$ cat config.mk
export PLATFORM = sky130hd
export DESIGN_NAME = rv_decode_top
export DESIGN_NICKNAME = d
export VERILOG_FILES = /design/src/rv_decode_pkg.sv /design/src/rv_branch_resolve.sv /design/src/rv_decode_top.sv /design/src/rv_inst_decode.sv /design/src/rv_operand_fwd.sv /design/src/rv_operand_sel.sv
export VERILOG_INCLUDE_DIRS = /design/src
export SDC_FILE = /design/constraint.sdc
export NUM_CORES = 2
export LEC_CHECK = 0
export BUFFER_PORTS_ARGS = -buffer_cell sky130_fd_sc_hd__buf_2
export CORE_AREA = 5 5 394 396
export CTS_BUF_LIST = sky130_fd_sc_hd__clkbuf_4 sky130_fd_sc_hd__clkbuf_8
export CTS_CLUSTER_SIZE = 25
export DETAILED_ROUTE_END_ITERATION = 8
export DIE_AREA = 0 0 399 401
export HOLD_SLACK_MARGIN = 0.1
export PLACE_DENSITY = 0.41
export SYNTH_ARGS = -nofsm -noshare
export SYNTH_HDL_FRONTEND = slang
export SYNTH_SLANG_ARGS = --single-unit
$ cat constraint.sdc
create_clock -name clk_i -period 16.8 [get_ports clk_i]
set_clock_uncertainty 0.05 [all_clocks]
set_input_delay 3.36 -clock clk_i [delete_from_list [all_inputs] [get_ports clk_i]]
set_output_delay 3.36 -clock clk_i [all_outputs]
set_load 0.005 [all_outputs]
$ cat src/rv_decode_params.svh
// rv64 only; pht index width is tied to pc bits 5..2 and opcodes cover the base integer set
`ifndef RV_DECODE_PARAMS_SVH
`define RV_DECODE_PARAMS_SVH

`define RV_XLEN       64
`define RV_INST_W     32
`define RV_REG_AW     5
`define RV_PHT_IDX_W  4

// major opcodes, full seven bits
`define RV_OPC_LOAD       7'b0000011
`define RV_OPC_STORE      7'b0100011
`define RV_OPC_BRANCH     7'b1100011
`define RV_OPC_JALR       7'b1100111
`define RV_OPC_JAL        7'b1101111
`define RV_OPC_OP_IMM     7'b0010011
`define RV_OPC_OP_IMM_32  7'b0011011
`define RV_OPC_OP         7'b0110011
`define RV_OPC_OP_32      7'b0111011
`define RV_OPC_LUI        7'b0110111
`define RV_OPC_AUIPC      7'b0010111

`endif

$ cat src/rv_decode_pkg.sv
// types assume rv64 with a 32-bit word; imm_u stays unshifted and execute applies the shift
`include "rv_decode_params.svh"

package rv_decode_pkg;

  // instruction word views, msb first
  typedef struct packed {
    logic [6:0] funct7;
    logic [4:0] rs2;
    logic [4:0] rs1;
    logic [2:0] funct3;
    logic [4:0] rd;
    logic [6:0] opcode;
  } r_fmt_t;

  typedef struct packed {
    logic [11:0] imm;
    logic [4:0]  rs1;
    logic [2:0]  funct3;
    logic [4:0]  rd;
    logic [6:0]  opcode;
  } i_fmt_t;

  typedef struct packed {
    logic [6:0] imm_hi;
    logic [4:0] rs2;
    logic [4:0] rs1;
    logic [2:0] funct3;
    logic [4:0] imm_lo;
    logic [6:0] opcode;
  } s_fmt_t;

  // branch offset bits stay where the encoding scatters them
  typedef struct packed {
    logic       imm12;
    logic [5:0] imm10_5;
    logic [4:0] rs2;
    logic [4:0] rs1;
    logic [2:0] funct3;
    logic [3:0] imm4_1;
    logic       imm11;
    logic [6:0] opcode;
  } b_fmt_t;

  typedef struct packed {
    logic [19:0] imm;
    logic [4:0]  rd;
    logic [6:0]  opcode;
  } u_fmt_t;

  typedef union packed {
    r_fmt_t r;
    i_fmt_t i;
    s_fmt_t s;
    b_fmt_t b;
    u_fmt_t u;
  } inst_u;

  typedef enum logic [3:0] {
    CLS_NONE, CLS_OP, CLS_OP_32, CLS_OP_IMM, CLS_OP_IMM_32, CLS_LUI,
    CLS_AUIPC, CLS_JAL, CLS_JALR, CLS_BRANCH, CLS_LOAD, CLS_STORE
  } inst_class_e;

  typedef enum logic [5:0] {
    UOP_NONE,
    UOP_ADD, UOP_SUB, UOP_SLL, UOP_SLT, UOP_SLTU,
    UOP_XOR, UOP_SRL, UOP_SRA, UOP_OR, UOP_AND,
    UOP_ADDW, UOP_SUBW, UOP_SLLW, UOP_SRLW, UOP_SRAW,
    UOP_ADDI, UOP_SLTI, UOP_SLTIU, UOP_XORI, UOP_ORI,
    UOP_ANDI, UOP_SLLI, UOP_SRLI, UOP_SRAI,
    UOP_ADDIW, UOP_SLLIW, UOP_SRLIW, UOP_SRAIW,
    UOP_LUI, UOP_AUIPC, UOP_JAL, UOP_JALR,
    UOP_BEQ, UOP_BNE, UOP_BLT, UOP_BGE, UOP_BLTU, UOP_BGEU,
    UOP_LB, UOP_LH, UOP_LW, UOP_LD, UOP_LBU, UOP_LHU, UOP_LWU,
    UOP_SB, UOP_SH, UOP_SW, UOP_SD
  } uop_e;

  typedef struct packed {
    inst_class_e              cls;
    uop_e                     uop;
    logic [`RV_REG_AW-1:0]    rs1;
    logic                     rs1_re;
    logic [`RV_REG_AW-1:0]    rs2;
    logic                     rs2_re;
    logic [`RV_REG_AW-1:0]    rd;
    logic                     rd_we;
    logic [`RV_XLEN-1:0]      imm_i;
    logic [`RV_XLEN-1:0]      imm_s;
    logic [`RV_XLEN-1:0]      imm_b;
    logic [`RV_XLEN-1:0]      imm_u;
    logic [2:0]               funct3;
  } dec_t;

  typedef struct packed {
    logic [`RV_XLEN-1:0]   pc;
    logic [`RV_XLEN-1:0]   data;
    logic [`RV_REG_AW-1:0] rd_addr;
    logic                  rd_ena;
  } bypass_t;

  typedef struct packed {
    logic                     ena;
    logic [`RV_PHT_IDX_W-1:0] idx;
    logic                     taken;
  } pht_upd_t;

  typedef struct packed {
    logic                  valid;
    inst_class_e           cls;
    uop_e                  uop;
    logic [`RV_XLEN-1:0]   op1;
    logic [`RV_XLEN-1:0]   op2;
    logic                  rd_we;
    logic [`RV_REG_AW-1:0] rd_addr;
    logic [`RV_XLEN-1:0]   pc;
    logic [`RV_INST_W-1:0] inst;
    logic [`RV_XLEN-1:0]   mem_addr;
    logic [2:0]            mem_sel;
  } id_ex_t;

endpackage

$ cat src/rv_branch_resolve.sv
// branch redirect only on misprediction; jalr has no target prediction and always redirects
`timescale 1ns/1ps
`include "rv_decode_params.svh"

module rv_branch_resolve (
  input  rv_decode_pkg::dec_t      dec_i,
  input  logic [`RV_XLEN-1:0]      pc_i,
  input  logic [`RV_XLEN-1:0]      op1_i,
  input  logic [`RV_XLEN-1:0]      op2_i,
  input  logic                     pht_taken_i,
  output logic                     redirect_o,
  output logic [`RV_XLEN-1:0]      redirect_pc_o,
  output rv_decode_pkg::pht_upd_t  pht_upd_o
);
  import rv_decode_pkg::*;

  logic                is_br;
  logic                is_jalr;
  logic                outcome;
  logic                br_miss;
  logic [`RV_XLEN-1:0] jalr_tgt;

  assign is_br   = (dec_i.cls == CLS_BRANCH);
  assign is_jalr = (dec_i.cls == CLS_JALR);

  always_comb begin
    case (dec_i.uop)
      UOP_BEQ:  outcome = (op1_i == op2_i);
      UOP_BNE:  outcome = (op1_i != op2_i);
      UOP_BLT:  outcome = ($signed(op1_i) < $signed(op2_i));
      UOP_BGE:  outcome = ($signed(op1_i) >= $signed(op2_i));
      UOP_BLTU: outcome = (op1_i < op2_i);
      UOP_BGEU: outcome = (op1_i >= op2_i);
      default:  outcome = 1'b0;
    endcase
  end

  assign br_miss  = is_br && (outcome != pht_taken_i);
  assign jalr_tgt = op1_i + dec_i.imm_i;

  always_comb begin
    redirect_o    = br_miss || is_jalr;
    redirect_pc_o = '0;
    if (br_miss) begin
      // predicted taken means fall through was skipped
      redirect_pc_o = pht_taken_i ? pc_i + `RV_XLEN'd4 : pc_i + dec_i.imm_b;
    end else if (is_jalr) begin
      redirect_pc_o = {jalr_tgt[`RV_XLEN-1:1], 1'b0};
    end
  end

  always_comb begin
    pht_upd_o.ena   = is_br;
    pht_upd_o.idx   = is_br ? pc_i[`RV_PHT_IDX_W+1:2] : '0;
    pht_upd_o.taken = is_br && outcome;
  end

endmodule

$ cat src/rv_decode_top.sv
// single id/ex register with no stall input; it captures every cycle and id_valid_i is the only qualifier
`timescale 1ns/1ps
`include "rv_decode_params.svh"

module rv_decode_top (
  input  logic                     clk_i,
  input  logic                     arst_n_i,
  input  logic                     id_valid_i,
  input  logic [`RV_INST_W-1:0]    inst_i,
  input  logic [`RV_XLEN-1:0]      pc_i,
  input  logic [`RV_XLEN-1:0]      rf_rdata1_i,
  input  logic [`RV_XLEN-1:0]      rf_rdata2_i,
  output logic [`RV_REG_AW-1:0]    rf_raddr1_o,
  output logic [`RV_REG_AW-1:0]    rf_raddr2_o,
  output logic                     rf_re1_o,
  output logic                     rf_re2_o,
  input  rv_decode_pkg::bypass_t   byp_alu1_i,
  input  rv_decode_pkg::bypass_t   byp_alu2_i,
  input  rv_decode_pkg::bypass_t   byp_mem_i,
  input  logic                     pht_taken_i,
  output logic                     redirect_o,
  output logic [`RV_XLEN-1:0]      redirect_pc_o,
  output rv_decode_pkg::pht_upd_t  pht_upd_o,
  output rv_decode_pkg::id_ex_t    ex_o
);
  import rv_decode_pkg::*;

  inst_u               inst_w;
  dec_t                dec;
  logic [`RV_XLEN-1:0] rs1_fwd;
  logic [`RV_XLEN-1:0] rs2_fwd;
  logic [`RV_XLEN-1:0] op1;
  logic [`RV_XLEN-1:0] op2;
  logic [`RV_XLEN-1:0] mem_addr;
  id_ex_t              ex_d;

  assign inst_w = inst_i;

  rv_inst_decode u_dec (
    .inst_i  (inst_w),
    .valid_i (id_valid_i),
    .dec_o   (dec)
  );

  // decode already zeroes unread addresses
  assign rf_raddr1_o = dec.rs1;
  assign rf_raddr2_o = dec.rs2;
  assign rf_re1_o    = dec.rs1_re;
  assign rf_re2_o    = dec.rs2_re;

  rv_operand_fwd u_fwd_rs1 (
    .addr_i    (dec.rs1),
    .rd_en_i   (dec.rs1_re),
    .rf_data_i (rf_rdata1_i),
    .alu1_i    (byp_alu1_i),
    .alu2_i    (byp_alu2_i),
    .mem_i     (byp_mem_i),
    .data_o    (rs1_fwd)
  );

  rv_operand_fwd u_fwd_rs2 (
    .addr_i    (dec.rs2),
    .rd_en_i   (dec.rs2_re),
    .rf_data_i (rf_rdata2_i),
    .alu1_i    (byp_alu1_i),
    .alu2_i    (byp_alu2_i),
    .mem_i     (byp_mem_i),
    .data_o    (rs2_fwd)
  );

  rv_operand_sel u_sel (
    .dec_i      (dec),
    .pc_i       (pc_i),
    .rs1_data_i (rs1_fwd),
    .rs2_data_i (rs2_fwd),
    .op1_o      (op1),
    .op2_o      (op2),
    .mem_addr_o (mem_addr)
  );

  rv_branch_resolve u_br (
    .dec_i         (dec),
    .pc_i          (pc_i),
    .op1_i         (op1),
    .op2_i         (op2),
    .pht_taken_i   (pht_taken_i),
    .redirect_o    (redirect_o),
    .redirect_pc_o (redirect_pc_o),
    .pht_upd_o     (pht_upd_o)
  );

  always_comb begin
    ex_d.valid    = id_valid_i;
    ex_d.cls      = dec.cls;
    ex_d.uop      = dec.uop;
    ex_d.op1      = op1;
    ex_d.op2      = op2;
    ex_d.rd_we    = dec.rd_we;
    ex_d.rd_addr  = dec.rd;
    ex_d.pc       = pc_i;
    ex_d.inst     = inst_w;
    ex_d.mem_addr = mem_addr;
    ex_d.mem_sel  = dec.funct3;
  end

  always_ff @(posedge clk_i or negedge arst_n_i) begin
    if (!arst_n_i) begin
      ex_o <= '0;
    end else begin
      ex_o <= ex_d;
    end
  end

endmodule

$ cat src/rv_inst_decode.sv
// rv64i base set only; m extension, csr and system words decode as illegal with no reads or writes
`timescale 1ns/1ps
`include "rv_decode_params.svh"

module rv_inst_decode (
  input  rv_decode_pkg::inst_u inst_i,
  input  logic                 valid_i,
  output rv_decode_pkg::dec_t  dec_o
);
  import rv_decode_pkg::*;

  inst_class_e cls_raw;
  uop_e        uop_raw;
  logic [2:0]  f3;
  logic        legal;

  assign f3 = inst_i.r.funct3;

  always_comb begin
    case (inst_i.r.opcode)
      `RV_OPC_OP:        cls_raw = CLS_OP;
      `RV_OPC_OP_32:     cls_raw = CLS_OP_32;
      `RV_OPC_OP_IMM:    cls_raw = CLS_OP_IMM;
      `RV_OPC_OP_IMM_32: cls_raw = CLS_OP_IMM_32;
      `RV_OPC_LUI:       cls_raw = CLS_LUI;
      `RV_OPC_AUIPC:     cls_raw = CLS_AUIPC;
      `RV_OPC_JAL:       cls_raw = CLS_JAL;
      `RV_OPC_JALR:      cls_raw = CLS_JALR;
      `RV_OPC_BRANCH:    cls_raw = CLS_BRANCH;
      `RV_OPC_LOAD:      cls_raw = CLS_LOAD;
      `RV_OPC_STORE:     cls_raw = CLS_STORE;
      default:           cls_raw = CLS_NONE;
    endcase
  end

  always_comb begin
    uop_raw = UOP_NONE;
    case (cls_raw)
      CLS_OP: begin
        case (f3)
          3'd0:    uop_raw = inst_i.r.funct7[5] ? UOP_SUB : UOP_ADD;
          3'd1:    uop_raw = UOP_SLL;
          3'd2:    uop_raw = UOP_SLT;
          3'd3:    uop_raw = UOP_SLTU;
          3'd4:    uop_raw = UOP_XOR;
          3'd5:    uop_raw = inst_i.r.funct7[5] ? UOP_SRA : UOP_SRL;
          3'd6:    uop_raw = UOP_OR;
          default: uop_raw = UOP_AND;
        endcase
      end
      CLS_OP_32: begin
        case (f3)
          3'd0:    uop_raw = inst_i.r.funct7[5] ? UOP_SUBW : UOP_ADDW;
          3'd1:    uop_raw = UOP_SLLW;
          3'd5:    uop_raw = inst_i.r.funct7[5] ? UOP_SRAW : UOP_SRLW;
          default: uop_raw = UOP_NONE;
        endcase
      end
      CLS_OP_IMM: begin
        case (f3)
          3'd0:    uop_raw = UOP_ADDI;
          3'd1:    uop_raw = UOP_SLLI;
          3'd2:    uop_raw = UOP_SLTI;
          3'd3:    uop_raw = UOP_SLTIU;
          3'd4:    uop_raw = UOP_XORI;
          3'd5:    uop_raw = inst_i.i.imm[10] ? UOP_SRAI : UOP_SRLI;
          3'd6:    uop_raw = UOP_ORI;
          default: uop_raw = UOP_ANDI;
        endcase
      end
      CLS_OP_IMM_32: begin
        case (f3)
          3'd0:    uop_raw = UOP_ADDIW;
          3'd1:    uop_raw = UOP_SLLIW;
          3'd5:    uop_raw = inst_i.i.imm[10] ? UOP_SRAIW : UOP_SRLIW;
          default: uop_raw = UOP_NONE;
        endcase
      end
      CLS_LOAD: begin
        case (f3)
          3'd0:    uop_raw = UOP_LB;
          3'd1:    uop_raw = UOP_LH;
          3'd2:    uop_raw = UOP_LW;
          3'd3:    uop_raw = UOP_LD;
          3'd4:    uop_raw = UOP_LBU;
          3'd5:    uop_raw = UOP_LHU;
          3'd6:    uop_raw = UOP_LWU;
          default: uop_raw = UOP_NONE;
        endcase
      end
      CLS_STORE: begin
        case (f3)
          3'd0:    uop_raw = UOP_SB;
          3'd1:    uop_raw = UOP_SH;
          3'd2:    uop_raw = UOP_SW;
          3'd3:    uop_raw = UOP_SD;
          default: uop_raw = UOP_NONE;
        endcase
      end
      CLS_BRANCH: begin
        case (f3)
          3'd0:    uop_raw = UOP_BEQ;
          3'd1:    uop_raw = UOP_BNE;
          3'd4:    uop_raw = UOP_BLT;
          3'd5:    uop_raw = UOP_BGE;
          3'd6:    uop_raw = UOP_BLTU;
          3'd7:    uop_raw = UOP_BGEU;
          default: uop_raw = UOP_NONE;
        endcase
      end
      CLS_JALR:  uop_raw = (f3 == 3'd0) ? UOP_JALR : UOP_NONE;
      CLS_JAL:   uop_raw = UOP_JAL;
      CLS_LUI:   uop_raw = UOP_LUI;
      CLS_AUIPC: uop_raw = UOP_AUIPC;
      default:   uop_raw = UOP_NONE;
    endcase
    // m extension sets funct7 bit 0
    if ((cls_raw == CLS_OP || cls_raw == CLS_OP_32) && inst_i.r.funct7[0]) begin
      uop_raw = UOP_NONE;
    end
  end

  assign legal = valid_i && (uop_raw != UOP_NONE);

  always_comb begin
    dec_o.cls    = legal ? cls_raw : CLS_NONE;
    dec_o.uop    = legal ? uop_raw : UOP_NONE;
    dec_o.rs1_re = legal && !(cls_raw inside {CLS_LUI, CLS_AUIPC, CLS_JAL});
    dec_o.rs2_re = legal && (cls_raw inside {CLS_OP, CLS_OP_32, CLS_BRANCH, CLS_STORE});
    dec_o.rd_we  = legal && !(cls_raw inside {CLS_BRANCH, CLS_STORE});
    dec_o.rs1    = dec_o.rs1_re ? inst_i.r.rs1 : '0;
    dec_o.rs2    = dec_o.rs2_re ? inst_i.r.rs2 : '0;
    dec_o.rd     = dec_o.rd_we ? inst_i.r.rd : '0;
    dec_o.imm_i  = {{(`RV_XLEN-12){inst_i.i.imm[11]}}, inst_i.i.imm};
    dec_o.imm_s  = {{(`RV_XLEN-12){inst_i.s.imm_hi[6]}}, inst_i.s.imm_hi, inst_i.s.imm_lo};
    // branch offset reassembled, bit 0 always zero
    dec_o.imm_b  = {{(`RV_XLEN-13){inst_i.b.imm12}}, inst_i.b.imm12, inst_i.b.imm11,
                    inst_i.b.imm10_5, inst_i.b.imm4_1, 1'b0};
    dec_o.imm_u  = {{(`RV_XLEN-20){inst_i.u.imm[19]}}, inst_i.u.imm};
    dec_o.funct3 = f3;
  end

endmodule

$ cat src/rv_operand_fwd.sv
// one source operand; youngest bypass by pc wins, ties go alu1 then alu2 then mem
`timescale 1ns/1ps
`include "rv_decode_params.svh"

module rv_operand_fwd (
  input  logic [`RV_REG_AW-1:0]  addr_i,
  input  logic                   rd_en_i,
  input  logic [`RV_XLEN-1:0]    rf_data_i,
  input  rv_decode_pkg::bypass_t alu1_i,
  input  rv_decode_pkg::bypass_t alu2_i,
  input  rv_decode_pkg::bypass_t mem_i,
  output logic [`RV_XLEN-1:0]    data_o
);
  import rv_decode_pkg::*;

  logic                hit_alu1;
  logic                hit_alu2;
  logic                hit_mem;
  logic                found;
  logic [`RV_XLEN-1:0] best_pc;
  logic [`RV_XLEN-1:0] best_data;

  // x0 never forwards
  function automatic logic src_hit(input bypass_t byp, input logic [`RV_REG_AW-1:0] addr);
    return byp.rd_ena && (byp.rd_addr == addr) && (addr != '0);
  endfunction

  assign hit_alu1 = src_hit(alu1_i, addr_i);
  assign hit_alu2 = src_hit(alu2_i, addr_i);
  assign hit_mem  = src_hit(mem_i, addr_i);

  always_comb begin
    found     = hit_alu1;
    best_pc   = alu1_i.pc;
    best_data = alu1_i.data;
    // strict compare keeps the earlier source on equal pc
    if (hit_alu2 && (!found || alu2_i.pc > best_pc)) begin
      found     = 1'b1;
      best_pc   = alu2_i.pc;
      best_data = alu2_i.data;
    end
    if (hit_mem && (!found || mem_i.pc > best_pc)) begin
      found     = 1'b1;
      best_pc   = mem_i.pc;
      best_data = mem_i.data;
    end
    if (!rd_en_i) begin
      data_o = '0;
    end else if (found) begin
      data_o = best_data;
    end else begin
      data_o = rf_data_i;
    end
  end

endmodule

$ cat src/rv_operand_sel.sv
// operands follow the decoded class; lui and auipc carry imm_u unshifted in op2
`timescale 1ns/1ps
`include "rv_decode_params.svh"

module rv_operand_sel (
  input  rv_decode_pkg::dec_t  dec_i,
  input  logic [`RV_XLEN-1:0]  pc_i,
  input  logic [`RV_XLEN-1:0]  rs1_data_i,
  input  logic [`RV_XLEN-1:0]  rs2_data_i,
  output logic [`RV_XLEN-1:0]  op1_o,
  output logic [`RV_XLEN-1:0]  op2_o,
  output logic [`RV_XLEN-1:0]  mem_addr_o
);
  import rv_decode_pkg::*;

  always_comb begin
    if (dec_i.rs1_re) begin
      op1_o = rs1_data_i;
    end else if (dec_i.cls == CLS_AUIPC || dec_i.cls == CLS_JAL) begin
      op1_o = pc_i;
    end else begin
      op1_o = '0;
    end
  end

  always_comb begin
    case (dec_i.cls)
      CLS_OP, CLS_OP_32, CLS_BRANCH, CLS_STORE: begin
        op2_o = rs2_data_i;
      end
      CLS_OP_IMM, CLS_OP_IMM_32, CLS_LOAD: begin
        op2_o = dec_i.imm_i;
      end
      CLS_LUI, CLS_AUIPC: begin
        op2_o = dec_i.imm_u;
      end
      // link value is formed in execute from the pc
      CLS_JAL, CLS_JALR: begin
        op2_o = pc_i;
      end
      default: begin
        op2_o = '0;
      end
    endcase
  end

  always_comb begin
    case (dec_i.cls)
      CLS_LOAD:  mem_addr_o = op1_o + dec_i.imm_i;
      CLS_STORE: mem_addr_o = op1_o + dec_i.imm_s;
      default:   mem_addr_o = '0;
    endcase
  end

endmodule

==> impl_metrics.json <==
{
  "cpMostUsedCell": "a21o_1",
  "ys.warnings.count": 0,
  "cpPeakStageDelay_ps": 430,
  "path_class": "in2out",
  "min_path_type": "in2async",
  "yosysUniqueCellTypes": 90,
  "setup_violations": 65,
  "worstMarginPinSlew_ps": 1240,
  "cts_sinks": 305,
  "antenna_left": 0,
  "synth_top_area_share_pct": 22.0,
  "synthArstFlopShare_pct": 100,
  "syn-num-nets": 5298,
  "cts_hold_buf": 0,
  "areaGrowthSynthToFinish_pct": 51.2,
  "crit_start": "inst_i[6]",
  "power_mw": 2.56,
  "drt_first_pass_iters": 6,
  "numPortBuffers": 1020,
  "vias_per_cell": 5.35,
  "fill_cells": 16238,
  "slew_viol_final": 0,
  "grt_max_degree": 104,
  "grt_first_pass_wirelength_um": 367000,
  "die-area_um2": 160000,
  "cp_max_fo": 8,
  "grt_usage_pct": 32.7,
  "finalCritPeriodShare_pct": 103,
  "core_area_um2": 151000,
  "clockBufferDepth": 3,
  "die_x_um": 399,
  "largestRegisters": "ex_o: 305 flops",
  "synth_ff_type": "dfrtp_1",
  "max_slew_margin_pct": 16.8,
  "gr-total-overflow": 0,
  "start_util_pct": 23.0,
  "finalNonFillerCells": 8299,
  "cp-end-kind": "output port",
  "rsz0062_at_grt": "true",
  "cts_tree": "built",
  "wl_per_cell_um": 33.0,
  "min_period_ps": 17340,
  "clock.fmax_mhz": 57.7,
  "placed_area_um2": 49000,
  "num_rows": 143,
  "yosysSeqAreaShare_pct": 22.0,
  "antenna_found_initial": 164,
  "synth.avg_cell_area_um2": 8.13,
  "synth_most_common_cell": "a21oi_1",
  "placedCellCount": 8037,
  "synth.cell_area_um2": 34800,
  "p_leak_nw": 26.1,
  "fin_tns_setup_ps": -32560,
  "worst_setup_path_start_kind": "primary input",
  "root_buffer": "clkbuf_8",
  "hpwl_um": 232000,
  "vdd_ir_drop_max_v": 0.0000447,
  "syn_inst": 4275,
  "cts_buffers": 69,
  "powerDensity_nw_per_um2": 48.7,
  "slowest_stage": "a211o_4",
  "status": "finished with violations",
  "cp.arrival_ps": 13930,
  "die_y_um": 401,
  "synth_area_leaders": "dfrtp_1 (22%), ha_1 (14%), mux2i_1 (5.9%)",
  "wl_um": 274000,
  "place_ws_ps": -2090,
  "drc": 0,
  "design_area_um2": 52600,
  "io_pins": 1021,
  "ys_ff_latch": 305,
  "hold_violations": 0,
  "gp_congestion": 0.975,
  "ys_top_cells_by_count": "a21oi_1 (392), ha_1 (390), dfrtp_1 (305), nor2_1 (294), o21ai_0 (292)",
  "vias": 44419,
  "synth_edf_count": 0,
  "drtIter0Drc": 3544,
  "layout.nets": 7159,
  "synth_area_leader_cell": "dfrtp_1",
  "grt_pass1_vias": 44442,
  "violations": "setup timing",
  "path_clk_slew_ps": 50,
  "h-tree-depth": 3,
  "worstPathRequired_ps": 13390,
  "layout_setup_ws_ps": -543,
  "largest_register_ffs": 305,
  "final_layout_size_suffix_gt1_share_pct": 38.7,
  "top_register": "ex_o",
  "maxCapViolCount": 0
}
## what timing repair did
action                     CTS  global route
setup endpoints to repair   66            66
buffers inserted            41            18
pin swaps                  104            74
resized for setup          184            67
cloned                       7             0
## area by class of cell
type | count | area, µm² | area share (%)
multi-input combinational | 3545 | 26500 | 50.4
inverter | 158 | 596 | 1.13
sequential | 305 | 7630 | 14.5
clock inverter | 28 | 310 | 0.590
antenna | 79 | 198 | 0.376
tap | 2030 | 2540 | 4.83
timing repair buffer | 2057 | 13600 | 25.8
clock buffer | 97 | 1240 | 2.36
## power breakdown
part | total [mW] | switching (mW) | internal (mW)
logic | 0.784 | 0.469 | 0.314
clock network | 1.02 | 0.455 | 0.560
registers | 0.760 | 0.00644 | 0.754
total | 2.56 | 0.931 | 1.63
## per-layer routing
metal,vias to the layer above,share of wire (%),wire (µm),GRT usage [%]
met5,-,0.19,519,0
met3,567,7.5,20400,8.06
met2,2076,47,129000,55.2
met4,82,6.3,17200,18.2
met1,21572,39,106000,37.8
li1,20122,-,-,-
## critical path, delay by kind of cell
| family | cells | cell delay (ps) |
|---|---|---|
| buffers and inverters | 14 | 1910 |
| AOI/OAI and AO/OA | 24 | 4780 |
| xor gates and xnor gates | 1 | 220 |
| muxes | 2 | 460 |
| adders and majority gates | 3 | 620 |
| and+or+nand+nor | 14 | 2480 |
## cell usage in the layout, fill, tap and decap left out, types with 130 or more instances in the layout
master / Yosys / routed
buf_2: 47 / 1013
buf_4: 26 / 980
ha_1: 390 / 381
a21oi_1: 392 / 376
dfrtp_1: 305 / 305
nor2_1: 294 / 286
nand2_1: 285 / 280
o21ai_0: 292 / 278
mux2i_1: 206 / 205
inv_1: 157 / 154
a21o_1: 154 / 154
xnor2_1: 131 / 130
## how the worst max path moves through the flow
stage / to / slack [ps] / cells after the start
after CTS: redirect_pc_o[33] / -550 / 58
after detailed placement: redirect_pc_o[58] / -2090 / 45
final: redirect_pc_o[17] / -540 / 58
after global routing: redirect_pc_o[12] / -960 / 60
after global placement: redirect_pc_o[58] / -2060 / 45
after floorplan: redirect_pc_o[60] / 50 / 50
## through the flow
step                      util [%]  hold WS (ps)
final                         34.8          2570
after CTS                     34.4          2530
after global placement        32.4          3400
after global routing          34.7          2580
after detailed placement      32.4          3400
after floorplan                  -          3010
## logic make-up after synthesis
kind of cell    share of synthesized area [%]
fa+ha+maj                                14.2
flops                                    22.0
buf+inv                                  5.06
compound gates                           30.8
mux                                      7.39
simple gates                             15.3
xor+xnor                                 5.29
(Power assumes the default switching activity.)
